`src/verilog/mc_alu_pkg.sv`:
```
package mc_alu_pkg;

	// =========================================================================
	// Instruction encoding
	// =========================================================================

	// Major opcode in the top six bits of every instruction word
	typedef enum logic [5:0]
	{
		OP_R2   = 6'h02,
		OP_MULI = 6'h06
	} opcode_e;

	// Function code of the register format, only meaningful under OP_R2
	typedef enum logic [5:0]
	{
		OP_R1  = 6'h01,
		OP_MUL = 6'h0C
	} func_e;

	// One-operand operations reuse the rb field as a sub-code
	typedef enum logic [5:0]
	{
		OP_I2F     = 6'h10,
		OP_F2I     = 6'h11,
		OP_FTRUNC  = 6'h12,
		OP_MCMPRSS = 6'h20
	} r1_e;

	// The opcode sits in the same six bits of both views, so it can be read
	// through either one before the rest of the word is interpreted
	typedef union packed
	{
		struct packed
		{
			opcode_e     opcode;
			logic [5:0]  rd;
			logic [5:0]  ra;
			logic [5:0]  rb;
			func_e       func;
			logic [1:0]  spare;
		} r2;
		struct packed
		{
			opcode_e     opcode;
			logic [5:0]  rd;
			logic [5:0]  ra;
			logic [13:0] imm;
		} ri;
	} instruction_t;

	// =========================================================================
	// Data and control types
	// =========================================================================

	typedef logic [63:0] double_value_t;
	typedef logic [5:0]  tid_t;

	// Result select carried alongside each instruction to the output mux
	typedef enum logic [2:0]
	{
		SEL_NONE   = 3'd0,
		SEL_MUL    = 3'd1,
		SEL_I2F    = 3'd2,
		SEL_F2I    = 3'd3,
		SEL_TRUNC  = 3'd4,
		SEL_CMPRSS = 3'd5
	} alu_sel_e;

	// Register depth of each free-running pipe
	localparam int MUL_STAGES = 6;
	localparam int I2F_STAGES = 2;
	localparam int FPR_STAGES = 3;

endpackage

```
`src/verilog/int_to_double.sv`:
```
`timescale 1ns/1ps

module int_to_double
(
	input  logic                      clk,
	input  mc_alu_pkg::double_value_t i_i,
	output mc_alu_pkg::double_value_t o_o
);
	import mc_alu_pkg::*;

	// Leading zero count of a 64-bit word, 64 when the word is zero
	function automatic logic [6:0] count_lz(input logic [63:0] v);
		logic [6:0] cnt;
		cnt = 7'd64;
		// The last set bit seen while scanning upward is the highest one
		for (int n = 0; n < 64; n++)
		begin
			if (v[n])
			begin
				cnt = 7'(63 - n);
			end
		end
		return cnt;
	endfunction

	// =========================================================================
	// Stage one: sign, magnitude and leading zero count
	// =========================================================================

	logic [63:0] mag;
	logic        sign_q;
	logic [63:0] mag_q;
	logic [6:0]  lz_q;

	// Two's complement of the most negative value is 2^63, which is still the
	// correct unsigned magnitude
	assign mag = i_i[63] ? (~i_i + 64'd1) : i_i;

	always_ff @(posedge clk)
	begin
		sign_q <= i_i[63];
		mag_q  <= mag;
		lz_q   <= count_lz(mag);
	end

	// =========================================================================
	// Stage two: normalize, truncate and assemble
	// =========================================================================

	logic [63:0]   norm;
	logic [10:0]   exp_field;
	double_value_t result;
	double_value_t o_q;

	always_comb
	begin
		// Shift the leading one up to bit 63, it becomes the hidden bit
		norm      = mag_q << lz_q[5:0];
		// Bias of 1023 plus the 63 bit positions below the leading one
		exp_field = 11'd1086 - {4'd0, lz_q};
		// Bits below the 52 kept mantissa bits are dropped, which truncates
		result    = {sign_q, exp_field, norm[62:11]};
		// A count of 64 means the input was zero, which maps to +0
		if (lz_q[6])
		begin
			result = '0;
		end
	end

	always_ff @(posedge clk)
	begin
		o_q <= result;
	end

	assign o_o = o_q;

endmodule

```
`config.mk`:
```
export PLATFORM = sky130hd
export DESIGN_NAME = int_to_double
export DESIGN_NICKNAME = d
export VERILOG_FILES = /design/src/verilog/mc_alu_pkg.sv /design/src/verilog/int_to_double.sv
export SDC_FILE = /design/constraint.sdc
export NUM_CORES = 1
export LEC_CHECK = 0
export BUFFER_PORTS_ARGS = -buffer_cell sky130_fd_sc_hd__clkbuf_2
export CAP_MARGIN = 15
export CORE_MARGIN = 5
export CORE_UTILIZATION = 54
export CTS_BUF_LIST = sky130_fd_sc_hd__clkbuf_8 sky130_fd_sc_hd__clkbuf_16
export CTS_CLUSTER_DIAMETER = 100
export DETAILED_ROUTE_END_ITERATION = 12
export PLACE_DENSITY = 0.81
export SETUP_SLACK_MARGIN = 0.4
export SYNTH_ARGS = -nofsm -noshare
export SYNTH_HDL_FRONTEND = slang
export SYNTH_SLANG_ARGS = --single-unit
```
`constraint.sdc`:
```
create_clock -name clk -period 2.9 [get_ports clk]
set_clock_uncertainty 0.1 [all_clocks]
set_input_delay 0.145 -clock clk [delete_from_list [all_inputs] [get_ports clk]]
set_output_delay 0.145 -clock clk [all_outputs]
set_load 0.02 [all_outputs]
```
==> flow_metrics.tcl, run 1 <==
set metrics [dict create \
    outcome "completed" \
    drtPass1Iterations 6 \
    area_growth_pct 34.5 \
    final_hold_viol_count 0 \
    avgRoutedWirePerCell_um 20.2 \
    reg2reg_slack_ns 0.44 \
    antenna_found_initial 0 \
    worstMarginPinSlew_ns 0.669 \
    vias_per_cell 6.35 \
    fp.dieW_um 148 \
    period_share 0.918 \
    clock_latency_ns 0.42 \
    timing.setup.tns_ns 0 \
    slowest_delay_ns 0.66 \
    ys_warn_count 0 \
    setup_viol 0 \
    coreArea_um2 18700 \
    synthTopCellsByCount "156 x nor2_1, 135 x dfxtp_1, 84 x nand2_1" \
    vias 11163 \
    post-place-ws_ns -0.252 \
    async_flop_share 0 \
    route.detailed.drc 0 \
    reg2reg_to "o_o[50]" \
    postSynthAreaPerCell_um2 8.38 \
    period_needed_ns 2.66 \
    grt_overflow_total 0 \
    grt_max_degree 61 \
    drive_gt1_frac 0.395 \
    relSlewSlack 0.554 \
    cp.buffers_inverters 2 \
    die_y_um 148 \
    antenna_left 0 \
    slowest_stage "or4_4" \
    rsz0062_at_grt "yes" \
    ys.flop_type "dfxtp_1" \
    power_density_nw_per_um2 547 \
    power.ir.vdd_worst_mv 0.456 \
    crit_chain "clkbuf_2, or4_4, nor2_4, nand4_4, buf_4, o41a_1, mux2i_2, nand3_2, nor3_4, nand4_1, nor2_2" \
    yosysMostFrequentCell "nor2_1" \
    port_buffers 128 \
    root_buffer "clkbuf_16" \
    critPathLaunch "i_i[4]" \
    netlist_instances 1226 \
    fill_cells 1327 \
    leakagePower_uw 0.00568 \
    rows 50 \
    fin_area_um2 13800 \
    numCtsBuffers 17 \
    crit_fanout 9 \
    fmax_mhz 376 \
    crit_path_end "lz_q[5]" \
    grt_usage 0.306 \
    placed_cells 1687 \
    cts.path.max_buffers 2 \
    r2r-start "lz_q[0]" \
    start_util 0.549 \
    wl_um 35400 \
    cp.depth 11 \
    cts_tree "built" \
    hpwl_um 25600 \
    synth.area.top_cells "dfxtp_1 26%, mux4_2 12%, nor2_1 5.7%, mux2i_1 5.3%, o21ai_0 3.8%" \
    first_iter_violations 1163 \
    ys_ff_latch 135 \
    final-instance-count-excl-fill 1757 \
    seq_area_frac_synth 0.263 \
    synth_edf_count 0 \
    synthesis.area_um2 10300 \
    num_io_pins 129 \
    critical_path_arrival_ns 2.91 \
    grt_pass1_wl_um 54300 \
    gp_congestion 0.990 \
    synth.net_count 1293 \
    rr_worst_depth 8 \
    dpl_cell_area_um2 12400 \
    crit_family "simple AND/OR/NAND/NOR gates" \
    cp-end-kind "flip-flop" \
    power_uw 7560 \
    path_class "input pin to flip-flop" \
    die_area_um2 21900 \
    slew_viol_final 0 \
    cp-start-kind "input pin" \
    synth_cell_types 86 \
    hold_class "input pin to flip-flop" \
    fin_nets 1577 \
    fin_ws_ns 0.239 \
    n_antenna_cell 0 \
    required_ns 3.15 \
    h-tree-depth 4 \
    grt_pass1_vias 10413 \
    yosys.area.top_type "dfxtp_1" \
    clock-sinks 135 \
    path_clk_slew_ns 0.06 \
    netlist.area_leader.share 0.263 \
    cap_violations 0 \
]
-- sequential cells by signal (all words and copies together) (netlist names) --
name and flops:
lz_q 7, sign_q 1, o_o 64, mag_q 63
-- cells in the final DEF, fill, tap and decap left out, types with 33 or more instances in the layout --
master,instances
mux4_2,53
dfxtp_1,131
inv_1,44
nand2_1,82
a21oi_1,40
mux2i_1,46
o21ai_0,53
clkbuf_2,126
a211oi_1,34
buf_4,224
xnor2_1,33
nor2_1,153
-- stage by stage --
step | utilization | hold slack [ns]
2_1_floorplan | - | 0.0727
3_3_place_gp | 0.662 | 0.295
3_5_place_dp | 0.662 | 0.314
4_1_cts | 0.720 | 0.00348
5_1_grt | 0.739 | 0.0379
6_report | 0.739 | 0.0223
-- cell type report --
class | instances | area [um^2] | share of cell area
clock buffers | 19 | 453 | 0.0328
clock inverters | 13 | 156 | 0.0113
inverters | 47 | 180 | 0.0130
multi-input cells | 938 | 7450 | 0.539
flip-flops and latches | 135 | 2710 | 0.196
well taps | 234 | 293 | 0.0212
repair buffers | 371 | 2580 | 0.187
-- worst min path at each step --
stage	cells after the start	endpoint	slack, ns	startpoint
detailed placement	2	mag_q[0]	0.31	i_i[0]
CTS	3	mag_q[14]	0.003	i_i[14]
global route	3	mag_q[15]	0.04	i_i[15]
global placement	2	mag_q[0]	0.30	i_i[0]
floorplan	0	mag_q[0]	0.07	i_i[0]
finish	3	mag_q[14]	0.02	i_i[14]
-- worst min-delay path: cells and delay by family --
family / cells / cell delay (ns)
xor gates and xnor gates: 1 / 0.11
buffers and inverters: 2 / 0.21
-- power breakdown --
part	leakage, uW	switching (uW)	total [uW]	internal (uW)
clock network	0.000298	794	2180	1390
registers	0.00114	177	2360	2180
logic	0.00425	1700	3010	1310
total	0.00568	2670	7560	4880
-- kinds of logic after synthesis --
group,share of synthesized area
muxes,0.202
adders and majority gates,0.00243
xor gates and xnor gates,0.0502
AOI/OAI and AO/OA,0.208
and+or+nand+nor,0.215
buffers and inverters,0.0598
DFF,0.263
-- layer usage --
metal | track usage | vias to the layer above | wire length, um
met5 | 0 | - | 0
met4 | 0.150 | 0 | 1600
met3 | 0.0319 | 147 | 2690
met2 | 0.510 | 684 | 16900
met1 | 0.397 | 5195 | 14300
li1 | - | 5137 | -
-- what timing repair did --
item | 4_1_cts | 5_1_grt
hold endpoints to repair | 4 | 0
setup buffers | 18 | 16
pin swaps | 34 | 28
setup endpoints to repair | 44 | 35
gates resized for setup | 72 | 60
gates cloned | 0 | 0
hold buffers | 4 | 0
(Power assumes the default switching activity.)
==> run 2: changes to the inputs <==
--- a/config.mk
+++ b/config.mk
@@ -5,10 +5,11 @@
 export SDC_FILE = /design/constraint.sdc
 export NUM_CORES = 1
 export LEC_CHECK = 0
+export ABC_AREA = 1
 export BUFFER_PORTS_ARGS = -buffer_cell sky130_fd_sc_hd__clkbuf_2
 export CAP_MARGIN = 15
 export CORE_MARGIN = 5
-export CORE_UTILIZATION = 54
+export CORE_UTILIZATION = 53
 export CTS_BUF_LIST = sky130_fd_sc_hd__clkbuf_8 sky130_fd_sc_hd__clkbuf_16
 export CTS_CLUSTER_DIAMETER = 100
 export DETAILED_ROUTE_END_ITERATION = 12
==> run 2 against run 1 <==
- the flow now finishes with violations (negative setup slack)
- synthesized area down 12%
- non-clock buffer count down 23
- global-route usage down 3.7 points
- flip-flop and latch count unchanged
- combinational power down 3%
- sequential power down 2%
- critical path depth up 17
- utilization up 2.0 points
- clock power about the same
- design area down 8.6%
- setup slack worse by 1.7 ns
- fmax down 40%
==> flow_metrics.tcl, run 2 <==
set metrics [dict create \
    ys.flop_type "dfxtp_1" \
    antenna_found_initial 0 \
    yosysMostFrequentCell "nand2_1" \
    ff_latch_area_um2 2710 \
    fmax_mhz 227 \
    rsz0062_at_grt "yes" \
    grt_overflow_total 0 \
    hold_class "input pin to flip-flop" \
    avgRoutedWirePerCell_um 16.8 \
    cap_violations 0 \
    period_share 1.52 \
    reg2reg_to "o_o[34]" \
    coreArea_um2 16600 \
    vias 11346 \
    setup_viol 23 \
    hpwl_um 19900 \
    grt_pass1_wl_um 45000 \
    vias_per_cell 5.67 \
    ys_warn_count 0 \
    outcome "finished, violations left" \
    seq_power_share 0.313 \
    slowest_stage "nor4_2" \
    synth_edf_count 0 \
    fin_area_um2 12600 \
    postSynthAreaPerCell_um2 6.11 \
    start_util 0.542 \
    root_buffer "clkbuf_16" \
    p_int_uw 4490 \
    gp_congestion 0.991 \
    grt_pass1_vias 9682 \
    netlist.area_leader.share 0.300 \
    cts_tree "built" \
    placed_cells 1929 \
    netlist_instances 1475 \
    critPathMostFrequentCell "nor3_4" \
    layout_commonest_cell "nand2_1" \
    cp-end-kind "flip-flop" \
    synth_mux_area_frac 0.0377 \
    area_growth_pct 40.1 \
    drive_gt1_frac 0.282 \
    fin_nets 1835 \
    fin_ws_ns -1.50 \
    antenna_left 0 \
    path_class "input pin to flip-flop" \
    synth_fa_ha_area_frac 0.00277 \
    fp.dieW_um 140 \
    power_uw 7370 \
    slew_viol_final 0 \
    post-route-util 0.759 \
    violations "negative setup slack" \
    h-tree-depth 4 \
    pwr-share-comb 0.395 \
    die_area_um2 19700 \
    synth-simple-area-share 0.356 \
    final_cell_mix "453 x nand2_1, 201 x buf_4, 162 x o21ai_0" \
    leakagePower_uw 0.00657 \
    power_density_nw_per_um2 583 \
    worstMarginPinSlew_ns 0.851 \
    n_antenna_cell 0 \
    fill_cells 1141 \
    num_io_pins 129 \
    netSwitchingFraction 0.391 \
    critical_path_arrival_ns 4.63 \
    synth_xor_area_frac 0.0560 \
    clock-sinks 135 \
    largest_reg_flops 64 \
    rr_worst_depth 8 \
    first_iter_violations 1589 \
    synth_cell_types 48 \
    crit_fanout 6 \
    grt_max_degree 67 \
    drtPass1Iterations 7 \
    final_hold_viol_count 0 \
    path_clk_slew_ns 0.07 \
    worstHoldPathCells 4 \
    yosys.area.top_type "dfxtp_1" \
    p_switching_uw 2880 \
    synth.area.top_cells "dfxtp_1 30%, nand2_1 19%, o21ai_0 9.5%, inv_1 6.5%, nor2_1 6.0%" \
    numCtsBuffers 17 \
    required_ns 3.13 \
    clock_latency_ns 0.44 \
    async_flop_share 0 \
    slowest_delay_ns 0.40 \
    hp-start "i_i[41]" \
    synth.net_count 1542 \
    clkPwrFrac 0.291 \
    reg2reg_slack_ns 0.46 \
    relSlewSlack 0.428 \
    rows 47 \
    synthesis.area_um2 9020 \
    die_y_um 140 \
    synth_compound_area_frac 0.146 \
    hold_end "mag_q[41]" \
    synthTopCellsByCount "466 x nand2_1, 171 x o21ai_0, 155 x inv_1" \
    dpl_cell_area_um2 11100 \
    multi_input_area_um2 6030 \
    port_buffers 128 \
    r2r-start "lz_q[1]" \
    power.ir.vdd_worst_mv 0.412 \
    period_needed_ns 4.40 \
    final-instance-count-excl-fill 2001 \
    synth_top_family_by_area "simple AND/OR/NAND/NOR gates" \
    cts.path.max_buffers 2 \
    seq_area_frac_synth 0.300 \
    cp-start-kind "input pin" \
    timing.setup.tns_ns -14.86 \
    ys_ff_latch 135 \
    route.detailed.drc 0 \
    wl_um 33600 \
    grt_usage 0.268 \
]
-- run 2: cell types whose count changed after synthesis, sizes merged, moves of 33 or more --
cell    before  now
nand2       85  467
inv         47  166
o21ai       81  173
nand3       18  105
mux4        53    0
a211oi      41    1
xnor2       33    0
-- run 2: power by group through the flow --
stage | clock network, uW | logic, uW | registers [uW]
after floorplan | 0 | 1360 | 2600
after global placement | 0 | 2560 | 2320
after detailed placement | 0 | 2600 | 2340
after CTS | 2110 | 2670 | 2300
after global routing | 2220 | 3150 | 2340
final | 2150 | 2910 | 2310
-- run 2: cell families (layout without fill, tap and decap cells) --
group / Yosys count / after routing
AO/OA/AOI/OAI: 237 / 237
adder cells (fa/ha/maj): 2 / 2
flip-flops: 135 / 135
multiplexers: 34 / 34
buffers and inverters: 244 / 550
AND/OR/NAND/NOR: 770 / 770
XOR/XNOR: 53 / 53
-- run 2: timing repair --
| item | 4_1_cts | 5_1_grt |
|---|---|---|
| setup buffers | 14 | 24 |
| gates resized for setup | 39 | 107 |
| pin swaps | 27 | 41 |
| hold buffers | 2 | 0 |
| endpoints found under the setup margin | 29 | 36 |
| cloned | 0 | 0 |
| endpoints found under the hold margin | 2 | 0 |
-- run 2: per-stage QoR --
stage	hold slack, ns	worst slack [ns]
final	0.0521	-1.50
after floorplan	0.0727	-0.715
after detailed placement	0.312	-1.26
after global routing	0.0731	-1.74
after global placement	0.300	-1.08
after CTS	0.0383	-0.753
-- run 2: worst max path at each step --
stage,depth (start not counted),slack (ns),start,endpoint
2_1_floorplan,56,-0.71,i_i[3],lz_q[0]
3_3_place_gp,57,-1.08,i_i[3],lz_q[0]
3_5_place_dp,62,-1.26,i_i[0],lz_q[0]
4_1_cts,57,-0.75,i_i[3],lz_q[0]
5_1_grt,54,-1.74,i_i[4],lz_q[0]
6_report,28,-1.50,i_i[2],lz_q[6]
-- run 2: critical path: cells and delay by family --
kind                   cells  cell delay [ns]
AO/OA/AOI/OAI              1             0.19
buffers and inverters      5             0.67
AND/OR/NAND/NOR           21             3.50
XOR/XNOR                   1             0.09
-- run 2: routing by layer --
layer | vias to the layer above | global-route usage | part of all wire
li1 | 5303 | - | -
met1 | 5058 | 0.357 | 0.39
met3 | 192 | 0.0395 | 0.090
met4 | 0 | 0.108 | 0.059
met2 | 793 | 0.438 | 0.46
met5 | - | 0 | 0
-- run 2: final cells by class --
| type | count | area share |
|---|---|---|
| clock inverter | 15 | 0.0123 |
| multi-input combinational | 1096 | 0.477 |
| tap | 220 | 0.0218 |
| timing repair buffer | 348 | 0.190 |
| sequential | 135 | 0.214 |
| inverter | 170 | 0.0509 |
| clock buffer | 17 | 0.0337 |
==> run 3: changes to the inputs <==
--- a/config.mk
+++ b/config.mk
@@ -8,12 +8,14 @@
 export ABC_AREA = 1
 export BUFFER_PORTS_ARGS = -buffer_cell sky130_fd_sc_hd__clkbuf_2
 export CAP_MARGIN = 15
+export CELL_PAD_IN_SITES_DETAIL_PLACEMENT = 0
+export CELL_PAD_IN_SITES_GLOBAL_PLACEMENT = 1
 export CORE_MARGIN = 5
-export CORE_UTILIZATION = 53
+export CORE_UTILIZATION = 36
 export CTS_BUF_LIST = sky130_fd_sc_hd__clkbuf_8 sky130_fd_sc_hd__clkbuf_16
 export CTS_CLUSTER_DIAMETER = 100
 export DETAILED_ROUTE_END_ITERATION = 12
-export PLACE_DENSITY = 0.81
+export PLACE_DENSITY = 0.79
 export SETUP_SLACK_MARGIN = 0.4
 export SYNTH_ARGS = -nofsm -noshare
 export SYNTH_HDL_FRONTEND = slang
==> run 3 against run 2 <==
- the flow still finishes with violations (negative setup slack)
- critical path depth grew 1
- routed wire length shrank 18%
- sequential share of layout area down 0.56 points
- combinational power is 2% lower
- utilization is 24 points lower
- via count decreased by 12%
- final cell count grew 6.8%
- critical path type unchanged
==> flow_metrics.tcl, run 3 (synthesis gave the netlist of run 2 again) <==
set metrics [dict create \
    gp_congestion 0.956 \
    final_cell_mix "456 x nand2_1, 207 x buf_4, 165 x o21ai_0" \
    wl_um 27700 \
    leakagePower_uw 0.00669 \
    reg2reg_slack_ns 0.63 \
    drive_gt1_frac 0.287 \
    post-place-ws_ns -1.23 \
    r2r-start "lz_q[1]" \
    numCtsBuffers 17 \
    die_area_um2 28300 \
    grt_pass1_wl_um 45200 \
    coreArea_um2 24900 \
    route.detailed.drc 0 \
    power.ir.vdd_worst_mv 0.414 \
    period_share 1.27 \
    worstMarginPinSlew_ns 0.845 \
    layout_commonest_cell "nand2_1" \
    slowest_delay_ns 0.32 \
    cap_violations 0 \
    cts.path.max_buffers 2 \
    setup_viol 19 \
    root_buffer "clkbuf_16" \
    required_ns 3.14 \
    relSlewSlack 0.435 \
    clock_latency_ns 0.42 \
    critical_path_arrival_ns 3.92 \
    num_io_pins 129 \
    grt_max_degree 67 \
    grt_overflow_total 0 \
    cp-start-kind "input pin" \
    hpwl_um 21800 \
    path_class "input pin to flip-flop" \
    crit_fanout 4 \
    slew_viol_final 0 \
    antenna_left 0 \
    die_y_um 168 \
    final_hold_viol_count 0 \
    cp-end-kind "flip-flop" \
    vias 9951 \
    power_density_nw_per_um2 568 \
    rows 58 \
    cts_tree "built" \
    fin_nets 1862 \
    antenna_found_initial 0 \
    largest_reg_flops 64 \
    critPathLaunch "i_i[3]" \
    timing.setup.tns_ns -7.90 \
    outcome "finished, violations left" \
    area_growth_pct 43.9 \
    rr_worst_depth 8 \
    grt_usage 0.190 \
    first_iter_violations 575 \
    port_buffers 128 \
    avgRoutedWirePerCell_um 12.9 \
    path_clk_slew_ns 0.06 \
    n_antenna_cell 0 \
    drtPass1Iterations 5 \
    fmax_mhz 272 \
    fin_ws_ns -0.779 \
    fp.dieW_um 168 \
    start_util 0.362 \
    rsz0062_at_grt "yes" \
    reg2reg_to "o_o[51]" \
    h-tree-depth 4 \
    crit_path_end "lz_q[2]" \
    period_needed_ns 3.68 \
    grt_pass1_vias 9288 \
    slowest_stage "nor4_4" \
    vias_per_cell 4.65 \
    clock-sinks 135 \
    violations "negative setup slack" \
    critPathMostFrequentCell "buf_6" \
    hold_class "input pin to flip-flop" \
]
-- run 3: changes by cell type in the layout (fill, tap and decap cells not counted), sizes merged --
cell,previous run,this run
buf,221,250
bufinv,2,3
clkinv,12,9
-- run 3: worst min-delay path by stage --
stage / start / end / depth (start not counted)
finish: i_i[10] / mag_q[10] / 4
global route: i_i[4] / mag_q[4] / 5
CTS: i_i[60] / mag_q[60] / 4
detailed placement: sign_q / o_o[63] / 2
global placement: sign_q / o_o[63] / 2
floorplan: i_i[0] / mag_q[0] / 0
-- run 3: where the power goes --
group	leakage, uW	total (uW)	switching [uW]	internal, uW
combinational	0.00526	2850	1770	1080
clock	0.000300	2240	836	1410
sequential	0.00113	2290	110	2180
-- run 3: timing repair --
item | 4_1_cts | 5_1_grt
gates cloned | 0 | 0
gates resized for setup | 38 | 112
endpoints found under the setup margin | 29 | 41
hold endpoints to repair | 2 | 0
pin swaps | 14 | 35
hold buffers | 2 | 0
buffers inserted | 19 | 22
-- run 3: final cells by class --
cell class              count  area (um^2)
fillers                  2482        11900
clock inverters            13          168
flip-flops and latches    135         2710
multi-input cells        1096         5890
repair buffers            375         2700
well taps                 330          413
inverters                 170          653
clock buffers              19          453
-- run 3: critical path, delay by kind of cell --
kind / cells / cell delay [ns]
AO/OA/AOI/OAI: 2 / 0.38
XOR/XNOR: 1 / 0.06
buffers and inverters: 10 / 1.09
AND/OR/NAND/NOR: 16 / 2.23
-- run 3: metal layers --
metal,wire length (um),global-route usage,vias up
li1,-,-,5358
met1,14200,0.279,4328
met2,11800,0.289,232
met3,1220,0.0296,33
met4,506,0.0575,0
met5,0,0,-
-- run 3: through the flow --
step	hold slack (ns)	instance area (um^2)	util	std cells	power, uW
final	0.0497	13000	0.521	2138	7380
after global routing	0.0634	13000	0.521	2138	7850
after CTS	0.0159	12400	0.497	2116	7320
after detailed placement	0.308	11400	0.459	2063	5030
after global placement	0.294	11400	0.459	2063	5010
after floorplan	0.0727	9100	-	1475	3960
